`src/nd_pkg.sv`:
```
// Memory subsystem widths, board window, timing constants and access structs
package nd_pkg;

  // ********************
  // Widths and window
  // ********************
  localparam int PADDR_W    = 24;        // Physical address bits
  localparam int DATA_W     = 16;        // Word size
  localparam int WIN_W      = 5;         // Top address bits for board select
  localparam int RAM_ADDR_W = 8;         // On-board RAM word address

  localparam logic [WIN_W-1:0] BOARD_BASE = 5'b00010; // Window this board answers to

  // ********************
  // Timing
  // ********************
  localparam int RAM_ACCESS_CYCLES = 2;  // Grant to done for read or write
  localparam int REFRESH_INTERVAL  = 64; // Cycles between refresh requests
  localparam int REFRESH_CYCLES    = 3;  // RAM busy time per refresh

  localparam int REF_CNT_W = $clog2(REFRESH_INTERVAL); // Interval counter width
  localparam int SEQ_CNT_W = $clog2(((REFRESH_CYCLES > RAM_ACCESS_CYCLES) ?
                                     REFRESH_CYCLES : RAM_ACCESS_CYCLES) + 1);

  // Client side access
  typedef struct packed {
    logic               write;           // 1 = write, 0 = read
    logic [PADDR_W-1:0] addr;            // Full physical address
    logic [DATA_W-1:0]  wdata;           // Write word
  } mem_req_t;

  // Client side result
  typedef struct packed {
    logic [DATA_W-1:0] rdata;            // Read word, zero on write
    logic              err;              // Out of board window
  } mem_rsp_t;

  // Word access as seen by the RAM
  typedef struct packed {
    logic                  write;
    logic [RAM_ADDR_W-1:0] addr;         // Word select, low address bits
    logic [DATA_W-1:0]     wdata;
  } ram_req_t;

endpackage

```
`src/mem_arbiter.sv`:
```
// RAM grant logic for refresh, CPU and backplane with request mux
module mem_arbiter (
  input  logic             sysclk,       // System clock
  input  logic             rst_n,        // Async reset, active low
  input  logic             cpu_arb_req,  // CPU port wants the RAM
  input  logic             bus_arb_req,  // Backplane port wants the RAM
  input  logic             ref_req,      // Refresh wants the RAM
  input  nd_pkg::ram_req_t cpu_ram_req,  // CPU word access
  input  nd_pkg::ram_req_t bus_ram_req,  // Backplane word access
  output logic             cpu_done,     // CPU access finished
  output logic             bus_done,     // Backplane access finished
  output logic             ref_done,     // Refresh finished
  output logic             ram_start,    // Start pulse to RAM
  output logic             ram_refresh,  // Current RAM cycle is refresh
  output nd_pkg::ram_req_t ram_req,      // Selected access
  input  logic             ram_done,     // RAM cycle finished
  output logic             cpu_gnt_led,  // CPU grant indicator
  output logic             bus_gnt_led   // Bus grant indicator
);

  typedef enum logic [1:0] {OWN_NONE, OWN_REF, OWN_CPU, OWN_BUS} owner_e;

  owner_e owner_q;                       // Current RAM owner
  logic   last_bus_q;                    // Backplane had the last port grant

  always_ff @(posedge sysclk or negedge rst_n) begin
    if (!rst_n) begin
      owner_q    <= OWN_NONE;
      last_bus_q <= 1'b1;                // CPU goes first on a tie
      ram_start  <= 1'b0;
    end else begin
      ram_start <= 1'b0;
      if (owner_q == OWN_NONE) begin
        if (ref_req) begin               // Refresh beats both ports
          owner_q   <= OWN_REF;
          ram_start <= 1'b1;
        end else if (cpu_arb_req && (!bus_arb_req || last_bus_q)) begin
          owner_q    <= OWN_CPU;
          last_bus_q <= 1'b0;
          ram_start  <= 1'b1;
        end else if (bus_arb_req) begin
          owner_q    <= OWN_BUS;
          last_bus_q <= 1'b1;
          ram_start  <= 1'b1;
        end
      end else if (ram_done) begin
        owner_q <= OWN_NONE;             // Grant released with done
      end
    end
  end

  assign ram_refresh = (owner_q == OWN_REF);
  assign ram_req     = (owner_q == OWN_BUS) ? bus_ram_req : cpu_ram_req;
  assign cpu_done    = ram_done && (owner_q == OWN_CPU);  // Done back to owner
  assign bus_done    = ram_done && (owner_q == OWN_BUS);
  assign ref_done    = ram_done && (owner_q == OWN_REF);
  assign cpu_gnt_led = (owner_q == OWN_CPU);
  assign bus_gnt_led = (owner_q == OWN_BUS);

endmodule

```
`config.mk`:
```
export PLATFORM = sky130hd
export DESIGN_NAME = mem_arbiter
export DESIGN_NICKNAME = d
export VERILOG_FILES = /design/src/nd_pkg.sv /design/src/mem_arbiter.sv
export SDC_FILE = /design/constraint.sdc
export NUM_CORES = 1
export LEC_CHECK = 0
export BUFFER_PORTS_ARGS = -buffer_cell sky130_fd_sc_hd__buf_2
export CAP_MARGIN = 20
export CORE_MARGIN = 10
export CORE_UTILIZATION = 27
export CTS_CLUSTER_DIAMETER = 30
export DETAILED_ROUTE_END_ITERATION = 6
export PLACE_DENSITY = 0.75
export SLEW_MARGIN = 25
export SYNTH_ARGS = -nofsm -noshare
export SYNTH_HDL_FRONTEND = slang
export SYNTH_SLANG_ARGS = --single-unit
```
`constraint.sdc`:
```
create_clock -name sysclk -period 1.1 [get_ports sysclk]
set_clock_uncertainty 0.05 [all_clocks]
set_input_delay 0 -clock sysclk [delete_from_list [all_inputs] [get_ports sysclk]]
set_output_delay 0 -clock sysclk [all_outputs]
set_load 0.02 [all_outputs]
```
Yosys cells after proc, flatten, opt, wreduce, memory -nomap -nowiden:

Cells that the tools add are included.
Widths: inputs -> output; s select.

* equality and inequality tests: 4
* muxes and demuxes: 12
* bitwise operators: 1
* reduce and logical (&&, ||, !) cells: 11

Operators by type and width (count)
* $mux 25: 1
* $mux 2: 5
* $mux 1: 6
* $eq 2x2->1 const B: 2
* $logic_and 1x1->1: 4
* $ne 4x3->1 const B: 1
* $reduce_bool 2->1: 2
* $reduce_and 3->1: 1
* $eq 2x1->1 const B: 1
* $logic_not 2->1: 1
* $reduce_and 2->1: 1
* $logic_not 1->1: 1
* $logic_or 1x1->1: 1
* $not 1->1: 1

* flip-flop bits (word level): 4
* bits of input ports: 56
* output and inout bits: 32
* word-level logic and storage cells: 31

Logic depth before layout (Yosys ltp):

* word-level depth: 6
* gate-level depth with buffers: 4
* gate-level depth less buffers: 2

Worst setup path after synthesis:

OpenSTA, ideal clock, no wires.

* path type: register -> output
* start: register owner_q[0]
* end: output port cpu_done
* data arrival time: 1.168 ns
* required time: 1.050 ns
* setup slack: -0.118 ns
* cell stages (with the launch flop): 4
* path buffers: 1
* cells stage by stage: dfrtp_1 buf_6 nor2b_1 and2_1

* cells in the longest elaborated chain, start to end: 2

Ends and longest elaborated chain
* from (decl): line mem_arbiter.sv:23 `owner_e owner_q;`
* from (signal assigned): line mem_arbiter.sv:28 `owner_q <= OWN_NONE;`
* from (signal assigned): line mem_arbiter.sv:35 `owner_q <= OWN_REF;`
* from (signal assigned): line mem_arbiter.sv:38 `owner_q <= OWN_CPU;`
* $eq 2x2->1
* via cpu_gnt_led: line mem_arbiter.sv:17 `output logic cpu_gnt_led,`
* $logic_and 1x1->1: line mem_arbiter.sv:54 `assign cpu_done = ram_done && (owner_q == OWN_CPU);`
* to (decl): line mem_arbiter.sv:10 `output logic cpu_done,`

The timed path passes the listed nets, and every way through them passes these cells.

Final worst setup path:

* start: register owner_q[0]
* end: output port ref_done

* cells in the longest elaborated chain, start to end: 2

Ends and longest elaborated chain
* $eq 2x1->1: line mem_arbiter.sv:56 `assign ref_done = ram_done && (owner_q == OWN_REF);`
* $logic_and 1x1->1: line mem_arbiter.sv:56
* to (decl): line mem_arbiter.sv:12 `output logic ref_done,`

Every way passes these cells.

==> out/metrics.yaml <==
maxSlewViolCount: 0
timing_worst_setup_path_type: "reg2out"
antenna_left: 0
worstPathCellList: "buf_6 -> buf_6 -> and2b_1 -> and2_4 -> buf_6"
drive_above_1_share_pct: 90.1
relSlewSlack_pct: 83.4
ir_worst_vdd_v: 0.00133
drc: 0
antennaDiodeCount: 0
grt_pass1_vias: 933
critPathArrivalTime_ps: 1430
finalInstanceArea_sq_um: 1430
clock_sink_count: 4
max_freq_mhz: 674
rsz0062_at_grt: "true"
failed_checks: "negative setup slack"
synth.avg_cell_area_sq_um: 12.2
grt.met3_usage_pct: 5.31
gp_congestion: 0.707
synth_edf_count: 0
post_drt_via_cell_ratio: 4.58
setup_viol: 35
yosysWarnings: 0
die-height_microns: 68.5
tritoncts.num_buffers: 3
run_status: "finished with violations"
busiest_layer: "met2"
finalCritPeriodShare_pct: 135
critPathCaptureType: "output port"
clock_insertion_delay_worst_skew_ps: 240
final_net_count: 209
synth.cell_area_sq_um: 636
path_max_fanout: 4
place.port_buffers: 87
worst_path_most_repeated_cell: "sky130_fd_sc_hd__buf_6"
holdCritPathClass: "in2reg"
syn_nets: 108
period_minus_slack_ps: 1480
initial_utilization_pct: 28.5
cell_chosen_for_the_clock_root: "sky130_fd_sc_hd__clkbuf_4"
nature_of_the_critical_path_startpoint: "register"
global_route_wire_length_before_repair_microns: 4240
placed_cells: 166
timing.max_cap.violations: 0
gr-usage-all-layers_pct: 11.6
cell_area_reported_after_detailed_placement_sq_um: 1090
clk_transition_reported_paths_ps: 50
synth_top_flop_cell: "sky130_fd_sc_hd__dfrtp_1"
grt.met1_usage_pct: 9.38
grt_start_max_net_pins: 14
cellPowerDensity_nw_per_um2: 1960
finalWirelength_microns: 3070
cp_data_required_time_ps: 1050
timing.critical_path.slowest_cell_delay_ps: 480
hpwlAfterDp_microns: 2330
dieArea_sq_um: 4690
async_reset_ff_share_pct: 100
flow.area_growth_from_synthesis_pct: 125
drt-pass1-iter-count: 2
tightestPinTransition_ps: 245
finalHoldViolCount: 0
coreArea_sq_um: 2230
clock_tree.htree_level_count: 1
fp.dieW_microns: 68.5
top_level_port_count: 88
rows: 17
yosysUniqueCellTypes: 21
timing.critical_path.slowest_stage_cell: "sky130_fd_sc_hd__dfrtp_2"
use_met2_pct: 24.0
detail_route.iter0.violations: 18
final-instance-count-excl-fill: 180
postSynthCellCount: 52
grt_antenna_before_repair: 0
overflow: 0
postLayoutSetupSlackWorst_ps: -384
ys_seq_elements: 4
detailroute.via_count: 825
pleak_nw: 0.808
wl_per_cell_microns: 17.1
synth_seq_area_share_pct: 15.9
cts_tree: "built"
total_power_w: 0.00281
clock_path_buffers: 2
==> cells in the final DEF (no fill, tap or decap), drive strengths merged <==
cell type,synthesis,final
a21bo,1,1
a221oi,1,1
and2,2,2
and2b,1,1
and3,1,1
buf,4,95
clkbuf,0,4
dfrtp,3,3
dfstp,1,1
dlygate4sd3,0,4
inv,1,1
mux2,25,25
nand2,2,3
nor2,2,2
nor2b,1,1
nor3,2,2
nor4b,1,1
o22a,1,1
o41ai,1,1
or2b,1,1
or3,1,1
==> kinds of logic (layout without fill, tap and decap cells) <==
kind of cell / Yosys count / count (layout) / synth area share (%)
compound gates: 4 / 4 / 5.71
mux: 25 / 25 / 55.5
buf+inv: 5 / 104 / 7.68
simple gates: 14 / 15 / 15.2
flops: 4 / 4 / 15.9
==> final timing paths <==
kind	startpoint	to	slack, ps	cells after the start
setup / recovery	owner_q[0]	ref_done	-380	5
hold / removal	cpu_arb_req	ram_start	30	3
setup reg to reg	owner_q[0]	last_bus_q	-290	4
hold reg to reg	last_bus_q	last_bus_q	480	1
max in group asynchronous	rst_n	last_bus_q	750	2
min in group asynchronous	rst_n	owner_q[1]	40	2
==> cell usage after synthesis, types with 2 or more instances <==
cell | instances | share of area [%]
sky130_fd_sc_hd__nor3_1 | 2 | 1.6
sky130_fd_sc_hd__dfrtp_1 | 3 | 12
sky130_fd_sc_hd__mux2_2 | 6 | 11
sky130_fd_sc_hd__nor2_1 | 2 | 1.2
sky130_fd_sc_hd__and2_1 | 2 | 2.0
sky130_fd_sc_hd__mux2_4 | 19 | 45
sky130_fd_sc_hd__buf_6 | 4 | 7.1
==> cell type report <==
type                            count  area (sq um)
Fill cell                         187           803
Sequential cell                     4           104
Timing Repair Buffer               99           702
Inverter                            1          3.75
Clock buffer                        4          26.3
Multi-Input combinational cell     44           559
Tap cell                           28          35.0
==> stage by stage <==
stage               worst slack, ps  util, %  setup TNS (ps)  hold slack [ps]
global placement               -158     48.6           -3010             -241
detailed placement             -185     48.6           -3440             -240
finish                         -384     64.0          -10100             26.8
CTS                            -378     61.3          -10320             11.9
global route                   -413     64.0          -11430             61.8
floorplan                     -53.8        -            -450             -346
==> metal layers <==
metal | vias to the layer above | share of wire (%)
li1 | 394 | -
met1 | 379 | 29
met2 | 50 | 54
met3 | 2 | 17
met4 | 0 | 0.68
met5 | - | 0
==> registers in the layout, indices dropped and copies added (netlist names) <==
signal      flops
last_bus_q      1
owner_q         2
ram_start       1
==> where the power goes <==
part / switching, W / leakage (nW) / internal (W)
Combinational: 0.00100 / 0.747 / 0.00123
Sequential: 0.000131 / 0.0452 / 0.000237
Clock: 0.0000696 / 0.0150 / 0.000137
==> what timing repair did <==
action / CTS / global route
pin swaps: 6 / 3
gates resized for setup: 54 / 13
endpoints found under the hold margin: 7 / 0
setup buffers: 3 / 2
gates cloned: 1 / 0
setup endpoints to repair: 34 / 35
hold buffers: 4 / 0
==> worst max-delay path: cells and delay by family (launching register included) <==
kind	cells	cell delay, ps
AND/OR/NAND/NOR	2	310
buffers and inverters	3	390
flip-flops	1	480
Power figures use the tool's default switching activity.
