## src/nd_pkg.sv

```systemverilog
// Memory subsystem widths, board window, timing constants and access structs
package nd_pkg;

  // ********************
  // Widths and window
  // ********************
  localparam int PADDR_W    = 24;        // Physical address bits
  localparam int DATA_W     = 16;        // Word size
  localparam int WIN_W      = 5;         // Top address bits for board select
  localparam int RAM_ADDR_W = 8;         // On-board RAM word address

  localparam logic [WIN_W-1:0] BOARD_BASE = 5'b00010; // Window this board answers to

  // ********************
  // Timing
  // ********************
  localparam int RAM_ACCESS_CYCLES = 2;  // Grant to done for read or write
  localparam int REFRESH_INTERVAL  = 64; // Cycles between refresh requests
  localparam int REFRESH_CYCLES    = 3;  // RAM busy time per refresh

  localparam int REF_CNT_W = $clog2(REFRESH_INTERVAL); // Interval counter width
  localparam int SEQ_CNT_W = $clog2(((REFRESH_CYCLES > RAM_ACCESS_CYCLES) ?
                                     REFRESH_CYCLES : RAM_ACCESS_CYCLES) + 1);

  // Client side access
  typedef struct packed {
    logic               write;           // 1 = write, 0 = read
    logic [PADDR_W-1:0] addr;            // Full physical address
    logic [DATA_W-1:0]  wdata;           // Write word
  } mem_req_t;

  // Client side result
  typedef struct packed {
    logic [DATA_W-1:0] rdata;            // Read word, zero on write
    logic              err;              // Out of board window
  } mem_rsp_t;

  // Word access as seen by the RAM
  typedef struct packed {
    logic                  write;
    logic [RAM_ADDR_W-1:0] addr;         // Word select, low address bits
    logic [DATA_W-1:0]     wdata;
  } ram_req_t;

endpackage

```

## src/mem_port.sv

```systemverilog
// Requester port with four-phase client handshake and board window decode
module mem_port (
  input  logic                      sysclk,   // System clock
  input  logic                      rst_n,    // Async reset, active low
  input  logic                      req,      // Client request
  output logic                      ack,      // Response valid
  input  nd_pkg::mem_req_t          req_in,   // Client access, stable while req
  output nd_pkg::mem_rsp_t          rsp,      // Result, stable while ack
  output logic                      arb_req,  // RAM request to arbiter
  output nd_pkg::ram_req_t          ram_req,  // Word access for the RAM
  input  logic                      gnt_done, // Our granted access finished
  input  logic [nd_pkg::DATA_W-1:0] rdata     // Read word from RAM
);

  typedef enum logic [1:0] {
    ST_IDLE,                                  // Waiting for req
    ST_ARB,                                   // Decode, then wait for the RAM
    ST_ACK                                    // Holding ack until req drops
  } state_e;

  state_e           state_q;
  nd_pkg::mem_req_t req_q;                    // Captured client access
  nd_pkg::mem_rsp_t rsp_q;                    // Response register
  logic             win_hit;                  // Address inside board window

  // Top address bits against board base
  assign win_hit = (req_q.addr[nd_pkg::PADDR_W-1 -: nd_pkg::WIN_W] == nd_pkg::BOARD_BASE);

  assign ack     = (state_q == ST_ACK);
  assign rsp     = rsp_q;
  assign arb_req = (state_q == ST_ARB) && win_hit; // Out-of-window never arbitrates

  // Drop the window bits, RAM aliases modulo 256 words
  assign ram_req.write = req_q.write;
  assign ram_req.addr  = req_q.addr[nd_pkg::RAM_ADDR_W-1:0];
  assign ram_req.wdata = req_q.wdata;

  // ********************
  // Handshake FSM
  // ********************
  always_ff @(posedge sysclk or negedge rst_n) begin
    if (!rst_n) begin
      state_q <= ST_IDLE;
    end else begin
      case (state_q)
        ST_IDLE: if (req) state_q <= ST_ARB;                    // Request seen
        ST_ARB:  if (!win_hit || gnt_done) state_q <= ST_ACK;   // Error or done
        ST_ACK:  if (!req) state_q <= ST_IDLE;                  // Client released
        default: state_q <= ST_IDLE;
      endcase
    end
  end

  // Request capture and response latch
  always_ff @(posedge sysclk) begin
    if (state_q == ST_IDLE && req) begin
      req_q <= req_in;
    end
    if (state_q == ST_ARB) begin
      if (!win_hit) begin
        rsp_q.rdata <= '0;                    // Not our board
        rsp_q.err   <= 1'b1;
      end else if (gnt_done) begin
        rsp_q.rdata <= req_q.write ? '0 : rdata;
        rsp_q.err   <= 1'b0;
      end
    end
  end

endmodule

```

## config.mk

```make
export PLATFORM = sky130hd
export DESIGN_NAME = mem_port
export DESIGN_NICKNAME = d
export VERILOG_FILES = /design/src/nd_pkg.sv /design/src/mem_port.sv
export SDC_FILE = /design/constraint.sdc
export NUM_CORES = 1
export LEC_CHECK = 0
export BUFFER_PORTS_ARGS = -buffer_cell sky130_fd_sc_hd__buf_2
export CORE_MARGIN = 2
export CORE_UTILIZATION = 39
export DETAILED_ROUTE_END_ITERATION = 8
export PLACE_DENSITY = 0.78
export SLEW_MARGIN = 10
export SYNTH_ARGS = -nofsm -noshare
export SYNTH_HDL_FRONTEND = slang
export SYNTH_SLANG_ARGS = --single-unit
```

## constraint.sdc

```tcl
create_clock -name sysclk -period 2.56 [get_ports sysclk]
set_clock_uncertainty 0.2 [all_clocks]
set_input_delay 0.256 -clock sysclk [delete_from_list [all_inputs] [get_ports sysclk]]
set_output_delay 0.256 -clock sysclk [all_outputs]
set_load 0.03 [all_outputs]
```

# After elaboration in Yosys (flattened, before gate mapping)
# Cells that the tools add are included.
word_totals:
  register_bits: 60
  out_inout_bits: 44
  elab_cells: 26
classes:
  eq_ne: 7
  muxes: 6
  reduce_logical: 7
ops:
  columns: ["operator", "count"]
  rows:
  - ["two-way mux 17 bit", 1]
  - ["two-way mux 16 bit", 1]
  - ["!= test 2 bit, second input constant", 4]
  - ["two-way mux 2 bit", 3]
  - ["case mux 2 bit (3 select lines)", 1]
  - ["== test 5 x 2 -> 1 bit, second input constant", 1]
  - ["AND reduction 3 bit", 1]
  - ["== test 2 x 1 -> 1 bit, second input constant", 1]
  - ["== test 2 bit, second input constant", 1]
  - ["logical AND 1 bit", 2]
  - ["logical NOT 2 bit", 1]
  - ["AND reduction 2 bit", 1]
  - ["logical NOT 1 bit", 1]
  - ["logical OR 1 bit", 1]

# Logic depth before layout (Yosys ltp)
# Gate-level depths: netlist of run 1.
depth:
  ltp_word: 5
  depth_mapped: 4
  ltp_nobuf: 3

# Worst setup path after synthesis of run 1
# Ideal clock, no wire load.
synth_path:
  path_type: "register -> register"
  startpoint: "register state_q[0]"
  endpoint: "register req_q (netlist bit ram_req[0]) (enable)"
  setup_time_ns: 0.417
  arrival_time_ns: 1.815
  required_time_ns: 1.943
  setup_slack_ns: 0.128
  stages_incl_launch_ff: 3
  path_buffers: 0
  period_less_slack_ns: 2.432
  cell_sequence: "dfrtp_1 -> nand2b_1 -> nor2_1"
synth_via:
  elab_chain_cells: 2
synth_rtl:
  columns: ["element", "line", "source"]
  rows:
  - ["start: declaration", "mem_port.sv:21", "state_e state_q;"]
  - ["start signal: assignment", "mem_port.sv:43", "state_q <= ST_IDLE;"]
  - ["start signal: assignment", "mem_port.sv:46", "ST_IDLE: if (req) state_q <= ST_ARB;"]
  - ["start signal: assignment", "mem_port.sv:47", "ST_ARB: if (!win_hit || gnt_done) state_q <= ST_ACK;"]
  - ["logical NOT 2 bit", "mem_port.sv:56", "if (state_q == ST_IDLE && req) begin"]
  - ["logical AND 1 bit", "mem_port.sv:56", null]
  - ["end signal: assignment", "mem_port.sv:57", "req_q <= req_in;"]
  - ["end: declaration", "mem_port.sv:22", "nd_pkg::mem_req_t req_q;"]
# Every way passes these cells.
# A chain may end at the register's enable or synchronous reset.

# Worst setup path after layout of run 1
layout_path:
  startpoint: "register req_q[38] (netlist name)"
  endpoint: "output port arb_req"
layout_via:
  elab_chain_cells: 2
layout_rtl:
  columns: ["element", "line", "source"]
  rows:
  - ["== test 5 x 2 -> 1 bit", "mem_port.sv:27", "assign win_hit = (req_q.addr[nd_pkg::PADDR_W-1 -: nd_pkg::WIN_W] == nd_pkg::BOARD_BASE);"]
  - ["logical AND 1 bit", "mem_port.sv:31", "assign arb_req = (state_q == ST_ARB) && win_hit;"]
  - ["end: declaration", "mem_port.sv:9", "output logic arb_req,"]
# Every way passes these cells.

==> results of run 1 <==
power by group through the flow:
| stage | logic (mW) | registers (mW) | clock network, mW |
|---|---|---|---|
| after global routing | 0.678 | 1.16 | 0.485 |
| final | 0.635 | 1.14 | 0.434 |
| after floorplan | 0.370 | 1.27 | 0 |
| after CTS | 0.641 | 1.14 | 0.452 |
| after global placement | 0.593 | 1.15 | 0 |
| after detailed placement | 0.601 | 1.15 | 0 |
synth_stat cells:
| library cell | n | share of area (%) |
|---|---|---|
| edfxtp_1 | 47 | 76 |
| buf_4 | 25 | 10 |
| and2_2 | 14 | 5.6 |
| nor2_1 | 3 | 0.60 |
| and2_1 | 2 | 0.67 |
| dfrtp_1 | 2 | 2.7 |
| nand2b_1 | 2 | 0.67 |
| a21oi_1 | 1 | 0.27 |
| and4bb_4 | 1 | 0.87 |
| buf_6 | 1 | 0.60 |
| inv_1 | 1 | 0.20 |
| nand3b_1 | 1 | 0.40 |
| nor3_2 | 1 | 0.54 |
| nor3b_1 | 1 | 0.40 |
| o21bai_1 | 1 | 0.40 |
| o32ai_1 | 1 | 0.47 |
placed cells by master, fill, tap and decap left out:
master / count
and4bb_4: 1
dfrtp_1: 2
dlygate4sd3_1: 32
o21bai_1: 1
inv_1: 1
and2_1: 2
clkbuf_8: 5
nor3_2: 1
clkinv_1: 1
o32ai_1: 1
and2_2: 14
nor2_1: 2
buf_4: 2
nand2b_1: 2
nor3b_1: 1
edfxtp_1: 47
clkinv_4: 1
nand3b_1: 1
buf_2: 93
clkinv_2: 1
nor2_2: 1
a21oi_2: 1
cell families after synthesis:
kind of cell | count (synthesis) | share of synthesized area [%]
buffers and inverters | 27 | 10.9
flip-flops | 49 | 78.2
AO/OA/AOI/OAI | 3 | 1.14
AND/OR/NAND/NOR | 25 | 9.78
per-stage QoR:
step | hold WS (ns) | total power [mW] | util (%) | cell area (sq um)
detailed placement | -0.158 | 1.76 | 47.7 | 2220
floorplan | -0.240 | 1.64 | - | 1870
CTS | 0.0179 | 2.23 | 56.4 | 2630
global placement | -0.158 | 1.74 | 47.7 | 2220
finish | 0.0317 | 2.21 | 56.4 | 2630
global route | 0.0283 | 2.32 | 56.4 | 2630
path summary, 6_finish.rpt:
kind,to,slack [ns],cells past startpoint
worst min register to register,state_q[0],0.34,1
worst max register to register,req_q[37],0.88,3
min in group asynchronous,state_q[0],0.08,2
worst min-delay path,rsp[14],0.03,2
max in group asynchronous,state_q[1],1.99,2
worst max-delay path,arb_req,0.65,4
routing by layer:
| metal | vias to the layer above | global-route usage, % | share of wire (%) |
|---|---|---|---|
| li1 | 560 | - | - |
| met5 | - | 0 | 0 |
| met1 | 541 | 15.5 | 38 |
| met2 | 59 | 25.4 | 53 |
| met3 | 2 | 4.56 | 8.1 |
| met4 | 0 | 5.56 | 0.77 |
cell type report:
class / count / area share [%]
multi-input cells: 28 / 7.99
clock buffers: 5 / 2.62
well taps: 54 / 2.57
flip-flops and latches: 49 / 55.6
clock inverters: 3 / 0.666
repair buffers: 127 / 30.4
inverters: 1 / 0.143
critical path, stage by stage (launching register included):
cell and delay (ns):
edfxtp_1 0.39, nor3_2 0.28, nand3b_1 0.17, nor2_1 0.12, buf_2 0.20
registers in the layout, summed over array words and instances, names as in the netlist:
signal   flops
state_q      2
rsp         17
req_q        5
ram_req     25
==> reports/metrics.csv, run 1 <==
metric,value,unit
H-tree lvl count,2,
Initial DRT Pass Iterations,4,
die height,73.2,um
CP Launch Type,flip-flop,
Rows,25,
max_cap viols,0,
Initial Util,40.1,%
Worst Setup SP,req_q[38],
CTS tree,yes,
DRT iter0 DRCs,54,
Fillers,368,
HP Start,rdata[13],
status,finished clean,
WL per Instance,13.6,um
endpoints failing hold,0,
combinational power share,28.8,%
Leakage,1.11,nW
Clock transition at path regs,0.09,ns
Clock Sinks,49,
post-place setup slack,0.873,ns
Congestion Overflow GR,0,
area of the multi-input gates,210,sq um
CTS Root Cell,clkbuf_8,
Netlist cell types,16,
maximum VDD drop,315,uV
RSZ-0062 raised after global routing,no,
"Net Count, Synth",165,
Die Footprint,5360,sq um
DR vias/cell,4.35,
Top Ports,105,
TNS Setup,0,ns
critical path endpoint category,output port,
critical path class,flip-flop to output port,
DRT Wirelength,3630,um
PD cells,839,nW/um^2
worst-path fanout max,3,
Slew @ Worst Pin,0.334,ns
Final period util,74.6,%
final worst slack,0.651,ns
first-pass GRT wire length,5600,um
clock share of power,19.7,%
number of routed nets with antenna violations,0,
hpwl dp,2300,um
Sequential Area,1460,sq um
sequential share of the synthesized area,78.2,%
layout cell share with drive strength beyond 1,56.3,%
total number of vias,1162,
Global Route Usage Sum,14.2,%
Pins Over Slew Limit,0,
setup bufs post-CTS,0,
post-route insts no fill,267,
Final Critical Period,1.91,ns
placed insts,227,
Sequential Power Share,51.6,%
number of global-route vias before repair,1185,
Syn Std Cell Area,1870,sq um
largest net degree at the start of global routing,28,
reg-to-reg startpoint,state_q[0],
Core ar.,4660,sq um
Synth Instances,104,
Rel. slew slack,77.8,%
Int Power,1.46,mW
ant diodes,0,
Residual DRC,0,
worst path required time,2.10,ns
Die X-Extent,73.2,um
final layout net count,273,
GPL Wtd Cong,0.750,
Sw Share,33.7,%
min-delay worst type,primary input to flip-flop,
Worst Path Arrival,1.45,ns
Post-CTS Hold Buffers,32,
Longest Clk Path Bufs,2,
initial antenna violation count,0,
Switch Pwr,0.744,mW
area delta synth->final,40.8,%
Buffers on Ports,93,
CTS Buf Count,5,
register bit total from synthesis,49,
yosys warns,0,
final setup fails,0,
later-pin clock latency in the skew report,0.29,ns
fmax,524,MHz
synthesized area per cell,18.0,sq um
PostCTS Resize Cnt,0,
(Power assumes the default switching activity.)
==> inputs of run 2 (changes only) <==
ABC_AREA = 1   (was default)
CORE_UTILIZATION = 44   (was 39)
PLACE_DENSITY = 0.81   (was 0.78)
clock period = 1.9 ns   (was 2.56 ns; I/O delays follow)
==> run 2 against run 1 <==
Against the previous run: clock-buffer cell count rose by 2; synthesized cell count rose by 26%; worst hold slack lost 0.023 ns; synthesized area grew 6.8%; sequential share of layout area fell by 4.3 points; critical path type unchanged.
==> reports/metrics.csv, run 2 <==
metric,value,unit
fmax,547,MHz
"most common cell after layout, fill and taps aside",buf_2,
CTS Root Cell,clkbuf_8,
critical path class,flip-flop to output port,
most frequent cell after synthesis,edfxtp_1,
Final Util,65.5,%
worst path required time,1.51,ns
total number of vias,1329,
Rel. slew slack,56.6,%
Final Critical Period,1.83,ns
die height,71.3,um
Core ar.,4350,sq um
Synth Flop Type,edfxtp_1,
CP max-delay cell,edfxtp_1,
Clock Sinks,49,
CTS tree,yes,
worst-path fanout max,3,
DR vias/cell,4.42,
endpoints failing hold,0,
post-synthesis async set-or-reset flop share,4.08,%
final layout net count,309,
Fin Hold WS,0.00908,ns
Clock transition at path regs,0.09,ns
CTS Buf Count,5,
largest net degree at the start of global routing,24,
Synth Instances,131,
Initial DRT Pass Iterations,4,
total power,3.12,mW
post-route insts no fill,301,
max FFs per register,25,
placed insts,252,
crit path cell chain,"inv_1, nand2_2, nor2_4, nand2_1, nor3_2, buf_4",
Global Route Usage Sum,16.7,%
Initial Util,45.8,%
Post-synth EDFFs,47,
top post-synthesis cells by count,"edfxtp_1 (47), buf_4 (25), inv_1 (24)",
Synth area leaders,"edfxtp_1 (71%), buf_4 (9.4%), nor2_4 (6.8%)",
initial antenna violation count,0,
WL per Instance,13.7,um
DRT Wirelength,4120,um
number of global-route vias before repair,1402,
later-pin clock latency in the skew report,0.29,ns
dominant cell type by area after synthesis,edfxtp_1,
Buffers on Ports,93,
maximum VDD drop,591,uV
layout cell share with drive strength beyond 1,47.4,%
synthesized area per cell,15.2,sq um
GPL Wtd Cong,0.703,
Slew @ Worst Pin,0.651,ns
slowest cell delay on critical path,0.40,ns
yosys warns,0,
min-delay worst type,primary input to flip-flop,
Residual DRC,0,
Die X-Extent,71.3,um
sequential share of the synthesized area,73.2,%
Final period util,96.3,%
Longest Clk Path Bufs,2,
area delta synth->final,42.9,%
CP Launch Type,flip-flop,
Synth top area share,70.7,%
ant diodes,0,
final setup fails,0,
status,finished clean,
DRT iter0 DRCs,34,
Die Footprint,5090,sq um
Netlist cell types,13,
Worst Path Arrival,1.44,ns
register bit total from synthesis,49,
Pins Over Slew Limit,0,
Leakage,1.30,nW
H-tree lvl count,2,
most frequent cells in the layout,"buf_2 (92), edfxtp_1 (47), dlygate4sd3_1 (41)",
Syn Std Cell Area,2000,sq um
Rows,24,
TNS Setup,0,ns
PD cells,1090,nW/um^2
critical path endpoint category,output port,
max_cap viols,0,
"Net Count, Synth",192,
Congestion Overflow GR,0,
hpwl dp,2480,um
number of routed nets with antenna violations,0,
first-pass GRT wire length,6500,um
Top Ports,105,
setup bufs post-CTS,0,
## run 2: changes by cell type after synthesis, sizes merged
cell / change
nor2: +18
and2: -16
nand2b: -2
and4bb: -1
o21bai: -1
nand3: +1
a21oi: -1
o32ai: -1
nand4: +2
nand2: +6
nor3b: -1
inv: +23
## run 2: power breakdown
part | switching [mW] | internal, mW
sequential | 0.0710 | 1.47
combinational | 0.661 | 0.259
clock | 0.331 | 0.329
## run 2: area by class of cell
class | count | area, sq um
fillers | 296 | 1500
repair buffers | 136 | 893
inverters | 24 | 90.1
multi-input cells | 32 | 241
clock buffers | 7 | 96.3
well taps | 52 | 65.1
clock inverters | 1 | 5.00
flip-flops and latches | 49 | 1460
## run 2: logic make-up (layout without fill, tap and decap cells)
group	Yosys count	count (layout)	share of synthesized area, %
buffers and inverters	50	168	14.9
flip-flops	49	49	73.2
AND/OR/NAND/NOR	32	32	11.8
## run 2: layer usage
| layer | GRT usage [%] | part of all wire [%] |
|---|---|---|
| met1 | 18.1 | 37 |
| met2 | 29.2 | 49 |
| met3 | 8.02 | 12 |
| met4 | 4.40 | 1.4 |
| met5 | 0 | 0 |
## run 2: path summary, 6_finish.rpt
check                      cells past startpoint  slack [ns]        from          to
hold / removal                                 3       0.009    rdata[5]      rsp[6]
setup / recovery                               6        0.07   req_q[35]     arb_req
hold reg to reg                                3        0.35  state_q[0]  state_q[1]
setup reg to reg                               3        0.17  state_q[1]      rsp[7]
max in group asynchronous                      3        0.84       rst_n  state_q[0]
min in group asynchronous                      3        0.54       rst_n  state_q[1]
## run 2: per-stage QoR
step                      instance area, sq um  setup WS (ns)
after floorplan                           2000          0.183
after global placement                    2330          0.230
after detailed placement                  2330          0.211
after CTS                                 2850          0.111
after global routing                      2850        -0.0162
final                                     2850         0.0708
## run 2: worst max-delay path, delay by kind of cell, from the launching register on
family | cells | cell delay [ns]
AND/OR/NAND/NOR | 4 | 0.47
flip-flops | 1 | 0.40
buffers and inverters | 2 | 0.28
## run 2: repair_timing
item                       in CTS  in global routing
hold buffers                   41                  0
setup endpoints to repair       0                  1
hold endpoints to repair       41                  0
resized for setup               0                  2
