**config.mk**
```make
export PLATFORM = sky130hd
export DESIGN_NAME = refresh_timer
export DESIGN_NICKNAME = d
export VERILOG_FILES = /design/src/nd_pkg.sv /design/src/refresh_timer.sv
export SDC_FILE = /design/constraint.sdc
export NUM_CORES = 1
export LEC_CHECK = 0
export BUFFER_PORTS_ARGS = -buffer_cell sky130_fd_sc_hd__buf_2
export CORE_AREA = 2 2 39 41
export DETAILED_ROUTE_END_ITERATION = 8
export DIE_AREA = 0 0 41 43
export PLACE_DENSITY = 0.52
export RECOVER_POWER = 100
export SYNTH_ARGS = -nofsm -noshare
export SYNTH_HDL_FRONTEND = slang
export SYNTH_SLANG_ARGS = --single-unit
```
**constraint.sdc**
```tcl
create_clock -name sysclk -period 1.3 [get_ports sysclk]
set_input_delay 0.13 -clock sysclk [delete_from_list [all_inputs] [get_ports sysclk]]
set_output_delay 0.13 -clock sysclk [all_outputs]
set_load 0.02 [all_outputs]
```
**src/nd_pkg.sv**
```systemverilog
// Memory subsystem widths, board window, timing constants and access structs
package nd_pkg;

  // ********************
  // Widths and window
  // ********************
  localparam int PADDR_W    = 24;        // Physical address bits
  localparam int DATA_W     = 16;        // Word size
  localparam int WIN_W      = 5;         // Top address bits for board select
  localparam int RAM_ADDR_W = 8;         // On-board RAM word address

  localparam logic [WIN_W-1:0] BOARD_BASE = 5'b00010; // Window this board answers to

  // ********************
  // Timing
  // ********************
  localparam int RAM_ACCESS_CYCLES = 2;  // Grant to done for read or write
  localparam int REFRESH_INTERVAL  = 64; // Cycles between refresh requests
  localparam int REFRESH_CYCLES    = 3;  // RAM busy time per refresh

  localparam int REF_CNT_W = $clog2(REFRESH_INTERVAL); // Interval counter width
  localparam int SEQ_CNT_W = $clog2(((REFRESH_CYCLES > RAM_ACCESS_CYCLES) ?
                                     REFRESH_CYCLES : RAM_ACCESS_CYCLES) + 1);

  // Client side access
  typedef struct packed {
    logic               write;           // 1 = write, 0 = read
    logic [PADDR_W-1:0] addr;            // Full physical address
    logic [DATA_W-1:0]  wdata;           // Write word
  } mem_req_t;

  // Client side result
  typedef struct packed {
    logic [DATA_W-1:0] rdata;            // Read word, zero on write
    logic              err;              // Out of board window
  } mem_rsp_t;

  // Word access as seen by the RAM
  typedef struct packed {
    logic                  write;
    logic [RAM_ADDR_W-1:0] addr;         // Word select, low address bits
    logic [DATA_W-1:0]     wdata;
  } ram_req_t;

endpackage

```
**src/refresh_timer.sv**
```systemverilog
// Refresh interval counter with held refresh request
module refresh_timer (
  input  logic sysclk,    // System clock
  input  logic rst_n,     // Async reset, active low
  output logic ref_req,   // Refresh wanted, held until done
  input  logic ref_done   // Refresh cycle finished
);

  logic [nd_pkg::REF_CNT_W-1:0] cnt_q;   // Cycles since last refresh

  always_ff @(posedge sysclk or negedge rst_n) begin
    if (!rst_n) begin
      cnt_q   <= '0;
      ref_req <= 1'b0;
    end else if (ref_req) begin
      if (ref_done) begin
        ref_req <= 1'b0;                  // Interval restarts here
        cnt_q   <= '0;
      end
    end else if (cnt_q == nd_pkg::REF_CNT_W'(nd_pkg::REFRESH_INTERVAL - 1)) begin
      ref_req <= 1'b1;                    // Interval elapsed
      cnt_q   <= '0;
    end else begin
      cnt_q <= cnt_q + 1'b1;
    end
  end

endmodule

```
; ---- Yosys cells after proc, flatten, opt, wreduce, memory -nomap -nowiden
; Cells that the tools add are included.
[totals]
reg_bits = 7
in_bits = 3
out_inout_bits = 1
elab_cells = 11
[op_classes]
n_addsub = 1
n_eq_ne = 2
n_mux = 6
[op_table]
columns = cell, count
row1 = two-way mux 6 bit, 3
row2 = "adder 6 x 1 -> 6 bit, second input constant", 1
row3 = "== test 6 bit, second input constant", 1
row4 = two-way mux 1 bit, 3
row5 = "!= test 2 x 1 -> 1 bit, second input constant", 1

; ---- Logic depth before layout (Yosys ltp)
; Gate-level depths: netlist (run 1).
[depth]
ltp_word = 3
ltp_mapped = 4

; ---- Worst setup path before layout (run 1)
; Ideal clock, no wire load.
[synth_timing]
path_kind = reg2reg
from = reg cnt_q[0] in the netlist's numbering
to = reg cnt_q[3] in the netlist's numbering
arrival_ns = 1.050
t_required_ns = 1.174
setup_slack_ns = 0.124
path_stages_with_launch = 4
period_less_slack_ns = 1.176
cell_sequence = dfrtp_1 -> ha_1 -> a31oi_4 -> a221o_1
[synth_via]
elab_chain_len = 3
elab_cells_between_ends = 4
cone_classes = 1 x add/sub / 1 x eq/ne / 2 x mux
[synth_lines]
columns = element, line
row1 = "start, declared", refresh_timer.sv:9  ; logic [nd_pkg::REF_CNT_W-1:0] cnt_q;
row2 = "start signal, assigned", refresh_timer.sv:24  ; cnt_q <= cnt_q + 1'b1;
row3 = adder 6 x 1 -> 6 bit / == test 6 bit (equally long branches), "refresh_timer.sv:24, refresh_timer.sv:20"
row4 = two-way mux 6 bit (*), refresh_timer.sv:20  ; end else if (cnt_q == nd_pkg::REF_CNT_W'(nd_pkg::REFRESH_INTERVAL - 1)) begin
row5 = two-way mux 6 bit (*), refresh_timer.sv:15  ; end else if (ref_req) begin
; Mark *: on every way between the ends. The rest lies on a longest branch, timed or not.
; A chain may end at the register's enable or synchronous reset.

; ---- Worst setup path after layout (run 1)
[layout_timing]
from = reg ref_req
to = out ref_req
[layout_lines]
columns = element, line
row1 = "start, declared", refresh_timer.sv:5  ; output logic ref_req,
row2 = "start signal, assigned", refresh_timer.sv:14  ; ref_req <= 1'b0;
row3 = "start signal, assigned", refresh_timer.sv:17  ; ref_req <= 1'b0;
row4 = "start signal, assigned", refresh_timer.sv:21  ; ref_req <= 1'b1;
; No word-level cell between the ends.

==> flow_summary.ini, run 1 <==
[final_layout]
nFillCells = 148
areaGrowthSynthToFinish_pct = 19.80
layout_common_cells = dfrtp_1, o21ai_0, clkbuf_4
final_layout_size_suffix_gt1_share_pct = 28.57
final_common_cell = dfrtp_1
final_cells = 58
n_antenna_cell = 0
finalInstanceArea_um2 = 446.7
fin_nets = 47

[yosys]
yosysWarnings = 0
seq_area_frac_synth_pct = 46.98
synth_cell_type_count = 23
synth_seq_cells = 7
synthCells = 33
synth_fp_nets = 37
syn-cell-area_um2 = 372.9
syn_avg_cell_area_um2 = 11.30

[critical_path]
criticalPathCategory = flip-flop to primary output
cp_max_fo = 8
critPathCaptureType = primary output
cp-start-kind = flip-flop
cp.required_ns = 1.17
cp.arrival_ns = 1.10

[grt]
antenna_found_initial = 0
grt_usage_pct = 12.47
grt_pass1_vias = 319
grt_max_degree = 9
overflow = 0
grt_pass1_wl_um = 1352

[die]
io_pins = 4
die_width_um = 41
start_util_pct = 26.94
die_h_um = 43
core_um2 = 1384
die_area_um2 = 1763
fp-row-count = 14

[sta]
post-route-period-util_pct = 94.76
setup_viol = 0
hold_viol = 0
fmax_mhz = 811.8
fin_crit_ns = 1.232
drv_slew = 0
worst_clock_skew_ns = 0.003516
grt_setup_unrepaired = no
hold_slack_ns = 0.09257
worstMarginPinSlew_ns = 0.3688
fin_setup_tns_ns = 0
slew_headroom_pct = 75.42

[detailed_routing]
wl_met1_um = 339
wl_met3_um = 28
via_count = 287
drt_iter0_drc = 3
via_per_inst = 4.948
wl_per_cell_um = 12.95
drc = 0
top_layer = met4
antenna_left = 0
wl_met2_um = 350
routed_wl_um = 751
first_pass_iters = 3

[clocking]
h-tree-depth = 1
root_buffer = clkbuf_4
clk-insertion-delay-late_ns = 0.26
clockBufferDepth = 2
clock_sinks = 7
cts_made_buffers = 3
cts_tree = yes
clkTransAtPathRegs_ns = 0.05

[run_status]
run_status = finished, final reports clean

[pwr]
p_total_uw = 841.1
p_per_area_nw_per_um2 = 1883
peakVddDrop_v = 0.0006224
leakage_uw = 0.0001828

[placement]
placed_area_um2 = 411.6
portBuffers = 3
gp_congestion = 0.7682
dp.cells = 53
hpwl_um = 582.2

[job]
cap_violations = 0

[hold_path]
hold_class = primary input to flip-flop
kinds of logic after synthesis:
| family | share of synthesized area (%) |
|---|---|
| mux | 3.020 |
| fa+ha+maj | 3.355 |
| compound gates | 23.49 |
| simple gates | 19.13 |
| flops | 46.98 |
| buf+inv | 4.026 |
final timing paths:
| path | endpoint | slack [ns] | startpoint | depth (start not counted) |
|---|---|---|---|---|
| min reg2reg | cnt_q[4] | 0.52 | cnt_q[4] | 1 |
| max in group asynchronous | cnt_q[1] | 0.74 | rst_n | 2 |
| min | ref_req | 0.09 | ref_done | 2 |
| max reg2reg | cnt_q[3] | 0.08 | cnt_q[3] | 3 |
| min in group asynchronous | cnt_q[3] | 0.29 | rst_n | 2 |
| max | ref_req | 0.07 | ref_req | 2 |
worst max-delay path, stage by stage, from the launching register on:
cell and delay (ns):
dfrtp_1 0.40, clkbuf_2 0.24, buf_2 0.20
state kept, by name (all words and copies together) (netlist names):
signal   count
ref_req      1
cnt_q        6
cells in the mapped netlist, drive strengths merged:
| cell | instances | share of area, % |
|---|---|---|
| a221o | 2 | 5.4 |
| nand2 | 1 | 1.0 |
| nand3b | 1 | 2.0 |
| and3 | 1 | 3.0 |
| nand3 | 2 | 4.0 |
| o31ai | 1 | 2.0 |
| nand2b | 1 | 1.7 |
| a21oi | 1 | 1.3 |
| o21ai | 4 | 5.4 |
| a31oi | 2 | 7.4 |
| mux2 | 1 | 3.0 |
| o21a | 1 | 2.0 |
| ha | 1 | 3.4 |
| dfrtp | 7 | 47 |
| inv | 1 | 1.0 |
| and2 | 1 | 1.7 |
| nor2 | 1 | 1.0 |
| nor2b | 1 | 1.7 |
| buf | 1 | 3.0 |
| nor3 | 1 | 1.3 |
| nor4 | 1 | 1.7 |
metal layers:
layer / vias up / GRT usage, %
li1: 141 / -
met1: 137 / 14.95
met2: 5 / 15.00
met3: 4 / 6.283
met4: 0 / 12.00
met5: - / 0
power breakdown:
part	total [µW]	switching (µW)	internal [µW]	leakage, µW
sequential	393	98.0	295	0.0000900
clock	202	84.8	117	0.0000150
combinational	246	115	130	0.0000778
what timing repair did:
item                       4_1_cts  5_1_grt
hold buffers                     1        0
gates resized for setup          0        1
buffers inserted                 0        0
setup endpoints to repair        0        2
hold endpoints to repair         7        0
through the flow:
stage / setup WS [ns] / util (%)
6_report: 0.06815 / 32.28
5_1_grt: 0.006004 / 32.28
4_1_cts: 0.05184 / 32.37
3_5_place_dp: 0.05472 / 29.75
3_3_place_gp: 0.09327 / 29.75
2_1_floorplan: 0.1241 / -
layout make-up:
type	count	area [µm²]	share of cell area, %
flip-flops and latches	7	175.2	39.22
multi-input cells	24	185.2	41.46
inverters	1	3.754	0.8403
repair buffers	6	36.28	8.123
clock buffers	4	26.28	5.882
well taps	16	20.02	4.482
(Power assumes the default switching activity.)
==> run 2: changes to the inputs <==
--- a/config.mk
+++ b/config.mk
@@ -5,6 +5,7 @@
 export SDC_FILE = /design/constraint.sdc
 export NUM_CORES = 1
 export LEC_CHECK = 0
+export ABC_AREA = 1
 export BUFFER_PORTS_ARGS = -buffer_cell sky130_fd_sc_hd__buf_2
 export CORE_AREA = 2 2 39 41
 export DETAILED_ROUTE_END_ITERATION = 8
==> run 2 against run 1 <==
Compared with the run above: largest power group unchanged; sequential share of layout area is 0.54 points lower; highest routed layer unchanged; via count is 7.7% higher; setup slack better by 0.080 ns; maximum frequency is 7.0% higher; first-iteration DRC count grew to 4.0 times the previous value; cell count is 22% higher; combinational power is 74% higher; die area stayed put; clock power hardly changed; core utilization is 0.45 points higher; area after synthesis is 1.0% lower; hold slack worse by 0.036 ns.
==> flow_summary.ini, run 2 <==
[run_status]
run_status = finished, final reports clean

[detailed_routing]
antenna_left = 0
wl_per_cell_um = 9.958
via_per_inst = 4.352
first_pass_iters = 4
via_count = 309
routed_wl_um = 707
drt_iter0_drc = 12
drc = 0

[pwr]
leakage_uw = 0.0002300
peakVddDrop_v = 0.0006671
p_per_area_nw_per_um2 = 2359

[critical_path]
r2r-end = cnt_q[3]
reg2reg_slack_ns = 0.15
cp-start-kind = flip-flop
crit_top_cell = nand2_1
slowest_delay_ns = 0.40
slowest_stage = dfrtp_1
cp.required_ns = 1.44
crit_path_cell_trace = ha_2, nand4_1, nand2_1, nand2_2, nand2_1, nand2_1
criticalPathCategory = flip-flop to flip-flop
cp.depth = 6
cp_num_buf_inv = 0
reg2regPathDepth = 6
critPathTopFamily = simple AND/OR/NAND/NOR gates
cp_max_fo = 4
critPathCaptureType = flip-flop
rr_startpoint = cnt_q[1]
cp.arrival_ns = 1.30

[clocking]
cts_tree = yes
root_buffer = clkbuf_4
clk-insertion-delay-late_ns = 0.25
clkTransAtPathRegs_ns = 0.05
cts_made_buffers = 3
clockBufferDepth = 2
h-tree-depth = 1
clock_sinks = 7

[yosys]
synth_top_family_by_area = simple AND/OR/NAND/NOR gates
synth_compound_area_share_pct = 8.136
yosys.area_share.simple_pct = 31.19
synth_top_area_share_pct = 47.46
synth_xor_area_share_pct = 4.746
synthCells = 45
seq_area_frac_synth_pct = 47.46
syn-cell-area_um2 = 369.1
synthMuxAreaShare_pct = 0
async_reset_ff_share_pct = 100.0
post-synth-top-area-cell = dfrtp_1
yosysWarnings = 0
synth_fa_ha_area_share_pct = 3.390
synthFlopType = dfrtp_1
ys_top_cells_by_area = dfrtp_1, nand2_1, xnor2_1
synth_seq_cells = 7
synth_cell_type_count = 16
syn_avg_cell_area_um2 = 8.202
synthTopCellsByCount = nand2_1, dfrtp_1, inv_1
synth_fp_nets = 49
synth_edf_count = 0
synth.most_common_cell = nand2_1

[sta]
slew_headroom_pct = 73.22
worstMarginPinSlew_ns = 0.4002
fmax_mhz = 868.4
setup_viol = 0
hold_viol = 0
grt_setup_unrepaired = no
post-route-period-util_pct = 88.58
fin_setup_tns_ns = 0
drv_slew = 0
worst_clock_skew_ns = 0.001356
fin_crit_ns = 1.152

[grt]
grt_max_degree = 8
overflow = 0
grt-busiest-layer = met1
antenna_found_initial = 0
grt_pass1_vias = 265
grt_usage_pct = 10.82
use_met2_pct = 10.94
met3_usage_pct = 3.141
met1_usage_pct = 16.78
grt_pass1_wl_um = 1186

[final_layout]
reg.largest.list = cnt_q: 6 flops, ref_req: 1 flops
areaGrowthSynthToFinish_pct = 22.71
largest-register = cnt_q
n_antenna_cell = 0
fin_nets = 60
largest_reg_flops = 6
final_common_cell = nand2_1
final_layout_size_suffix_gt1_share_pct = 18.18
final_cells = 71
layout_common_cells = nand2_1, dfrtp_1, inv_1

[die]
start_util_pct = 26.67
core_um2 = 1384
fp-row-count = 14
io_pins = 4
die_area_um2 = 1763
die_width_um = 41
die_h_um = 43

[placement]
portBuffers = 3
gp_congestion = 0.7485
hpwl_um = 510.6
dp.cells = 64

[hold_path]
min_to = ref_req
hold_depth = 2
hold_class = primary input to flip-flop
worstHoldStart = ref_done

[job]
cap_violations = 0
-- run 2: layout make-up --
class                      instances  area (µm²)
clock buffer                       4       26.28
fill                             149       930.9
inverter                           5       18.77
multi-input combinational         33       175.2
sequential                         7       175.2
tap                               16       20.02
timing repair buffer               6       37.54
-- run 2: worst max path at each step --
| stage | startpoint | end | slack (ns) |
|---|---|---|---|
| after floorplan | cnt_q[0] | cnt_q[5] | 0.26 |
| after global placement | cnt_q[0] | cnt_q[0] | 0.14 |
| after detailed placement | cnt_q[0] | cnt_q[3] | 0.16 |
| after CTS | cnt_q[0] | cnt_q[3] | 0.14 |
| after global routing | cnt_q[1] | cnt_q[3] | 0.001 |
| final | cnt_q[1] | cnt_q[3] | 0.15 |
-- run 2: cell families (layout without fill, tap and decap cells) --
group,Yosys count,after routing
buf+inv,5,15
fa+ha+maj,1,1
simple gates,26,26
xor+xnor,2,2
flops,7,7
compound gates,4,4
-- run 2: per-stage QoR --
step | hold slack [ns] | area (µm²) | setup slack [ns] | utilization (%) | power, µW
2_1_floorplan | -0.1656 | 369.1 | 0.2616 | - | 739.4
3_3_place_gp | -0.02199 | 404.1 | 0.1435 | 29.20 | 826.0
3_5_place_dp | -0.02276 | 404.1 | 0.1575 | 29.20 | 825.8
4_1_cts | 0.06231 | 440.4 | 0.1361 | 31.83 | 1033
5_1_grt | 0.04613 | 452.9 | 0.001136 | 32.73 | 1185
6_report | 0.05671 | 452.9 | 0.1484 | 32.73 | 1068
-- run 2: what timing repair did --
| item | in CTS | in global routing |
|---|---|---|
| hold endpoints to repair | 7 | 0 |
| gates resized for setup | 0 | 1 |
| endpoints found under the setup margin | 0 | 2 |
| hold buffers | 1 | 0 |
| buffers inserted | 0 | 2 |
-- run 2: report_power, final --
part,switching [µW],internal (µW)
sequential,114,323
combinational,210,220
clock,84.0,117
total,408,660
-- run 2: layer usage --
layer / vias to the layer above / routed length (µm) / share of wire, %
met5: - / 0 / 0
met4: 0 / 40 / 5.7
met3: 5 / 23 / 3.3
met2: 10 / 284 / 40
met1: 129 / 359 / 51
li1: 165 / - / -
==> run 3: changes to the inputs <==
==> constraint.sdc (replaced) <==
create_clock -name sysclk -period 1.5 [get_ports sysclk]
set_input_delay 0.15 -clock sysclk [delete_from_list [all_inputs] [get_ports sysclk]]
set_output_delay 0.15 -clock sysclk [all_outputs]
set_load 0.02 [all_outputs]
==> run 3 against run 2 <==
Compared with the run above: sequential power shrank 12%; clock power shrank 13%; final area shrank 3.9%; sequential share of layout area grew 1.6 points; global-route usage is essentially flat; setup slack gained 0.17 ns; critical path type unchanged.
==> flow_summary.ini, run 3 (synthesized netlist as in run 2, its figures left out) <==
[run_status]
run_status = finished, final reports clean

[pwr]
p_per_area_nw_per_um2 = 2002
p_int_uw = 534.0
clkPwrFrac_pct = 19.9
switching_share_pct = 38.75
comb_power_share_pct = 35.9
pwr-share-seq_pct = 44.2
peakVddDrop_v = 0.0006206
netSwitchingPower_uw = 337.9
leakage_uw = 0.0002210

[detailed_routing]
first_pass_iters = 4
drt_iter0_drc = 5
drc = 0
antenna_left = 0
wl_per_cell_um = 9.870
routed_wl_um = 681
via_count = 315
via_per_inst = 4.565

[grt]
grt_usage_pct = 10.84
grt_max_degree = 8
grt_pass1_vias = 283
antenna_found_initial = 0
overflow = 0
grt_pass1_wl_um = 1193

[sta]
hold_slack_ns = 0.08679
worst_clock_skew_ns = 0.002939
post-route-period-util_pct = 78.95
hold_viol = 0
grt_setup_unrepaired = no
drv_slew = 0
slew_headroom_pct = 73.21
setup_viol = 0
worstMarginPinSlew_ns = 0.4018
fin_setup_tns_ns = 0
fin_crit_ns = 1.184
fmax_mhz = 844.5

[final_layout]
final_common_cell = nand2_1
final_core_util_pct = 31.46
layout_common_cells = nand2_1, dfrtp_1, inv_1
finalInstanceArea_um2 = 435.4
n_antenna_cell = 0
fin_nets = 58
final_layout_size_suffix_gt1_share_pct = 15.09
reg.largest.list = cnt_q: 6 flops, ref_req: 1 flops
areaGrowthSynthToFinish_pct = 17.97
largest-register = cnt_q
largest_reg_flops = 6

[critical_path]
slowest_delay_ns = 0.40
cp_max_fo = 4
cp.required_ns = 1.65
slowest_stage = dfrtp_1
crit_top_cell = nand2_1
critPathTopFamily = simple AND/OR/NAND/NOR gates
cp_num_buf_inv = 0
cp.arrival_ns = 1.33
cp-start-kind = flip-flop
critPathCaptureType = flip-flop
criticalPathCategory = flip-flop to flip-flop
crit_path_cell_trace = ha_1, nand4_1, nand2_1, nand2_1, nand2_1, nand2_1

[clocking]
clkTransAtPathRegs_ns = 0.05
clock_sinks = 7
clockBufferDepth = 2
clk-insertion-delay-late_ns = 0.25
cts_tree = yes
h-tree-depth = 1
cts_made_buffers = 3
root_buffer = clkbuf_4

[placement]
portBuffers = 3
placed_area_um2 = 404.1
gp_congestion = 0.7570
hpwl_um = 516.5

[die]
die_width_um = 41
die_h_um = 43
fp-row-count = 14
io_pins = 4
start_util_pct = 26.67
core_um2 = 1384
die_area_um2 = 1763

[hold_path]
hold_class = primary input to flip-flop

[job]
cap_violations = 0
## run 3: cell count changes in the layout (fill, tap and decap cells not counted), sizes merged
cell / before / now
buf: 3 / 1
## run 3: cell type report
class	instances	area, µm²
Clock buffer	4	26.28
Fill cell	146	948.4
Inverter	5	18.77
Multi-Input combinational cell	33	172.7
Sequential cell	7	175.2
Tap cell	16	20.02
Timing Repair Buffer	4	22.52
## run 3: timing repair
item                                   in CTS  in global routing
buffers inserted                            0                  0
setup endpoints to repair                   0                  0
resized for setup                           0                  0
hold buffers                                1                  0
endpoints found under the hold margin       7                  0
## run 3: path summary, 6_finish.rpt
| check | start | cells past startpoint | slack, ns | end |
|---|---|---|---|---|
| min | ref_done | 2 | 0.09 | ref_req |
| min reg2reg | cnt_q[5] | 2 | 0.49 | cnt_q[5] |
| max | cnt_q[0] | 6 | 0.32 | cnt_q[5] |
| max in group asynchronous | rst_n | 2 | 0.89 | ref_req |
| max reg2reg | cnt_q[0] | 6 | 0.32 | cnt_q[5] |
| min in group asynchronous | rst_n | 2 | 0.33 | cnt_q[0] |
## run 3: per-layer routing
layer	vias to the layer above	track usage, %	routed length [µm]
met5	-	0	0
met4	0	10.00	27
met3	3	3.141	37
met2	15	13.44	305
met1	136	14.24	312
li1	161	-	-
## run 3: power by group through the flow
stage / clock network, µW / registers (µW) / logic, µW
final: 174 / 386 / 313
after global routing: 197 / 406 / 368
after CTS: 184 / 387 / 330
after detailed placement: 0 / 390 / 326
after global placement: 0 / 388 / 320
after floorplan: 0 / 370 / 271
## run 3: per-stage QoR
| stage | setup WS [ns] | power, µW | instances |
|---|---|---|---|
| 2_1_floorplan | 0.4616 | 640.8 | 45 |
| 4_1_cts | 0.3387 | 901.6 | 69 |
| 3_5_place_dp | 0.3561 | 716.3 | 64 |
| 6_report | 0.3158 | 871.9 | 69 |
| 5_1_grt | 0.1982 | 970.7 | 69 |
| 3_3_place_gp | 0.3700 | 708.2 | 64 |
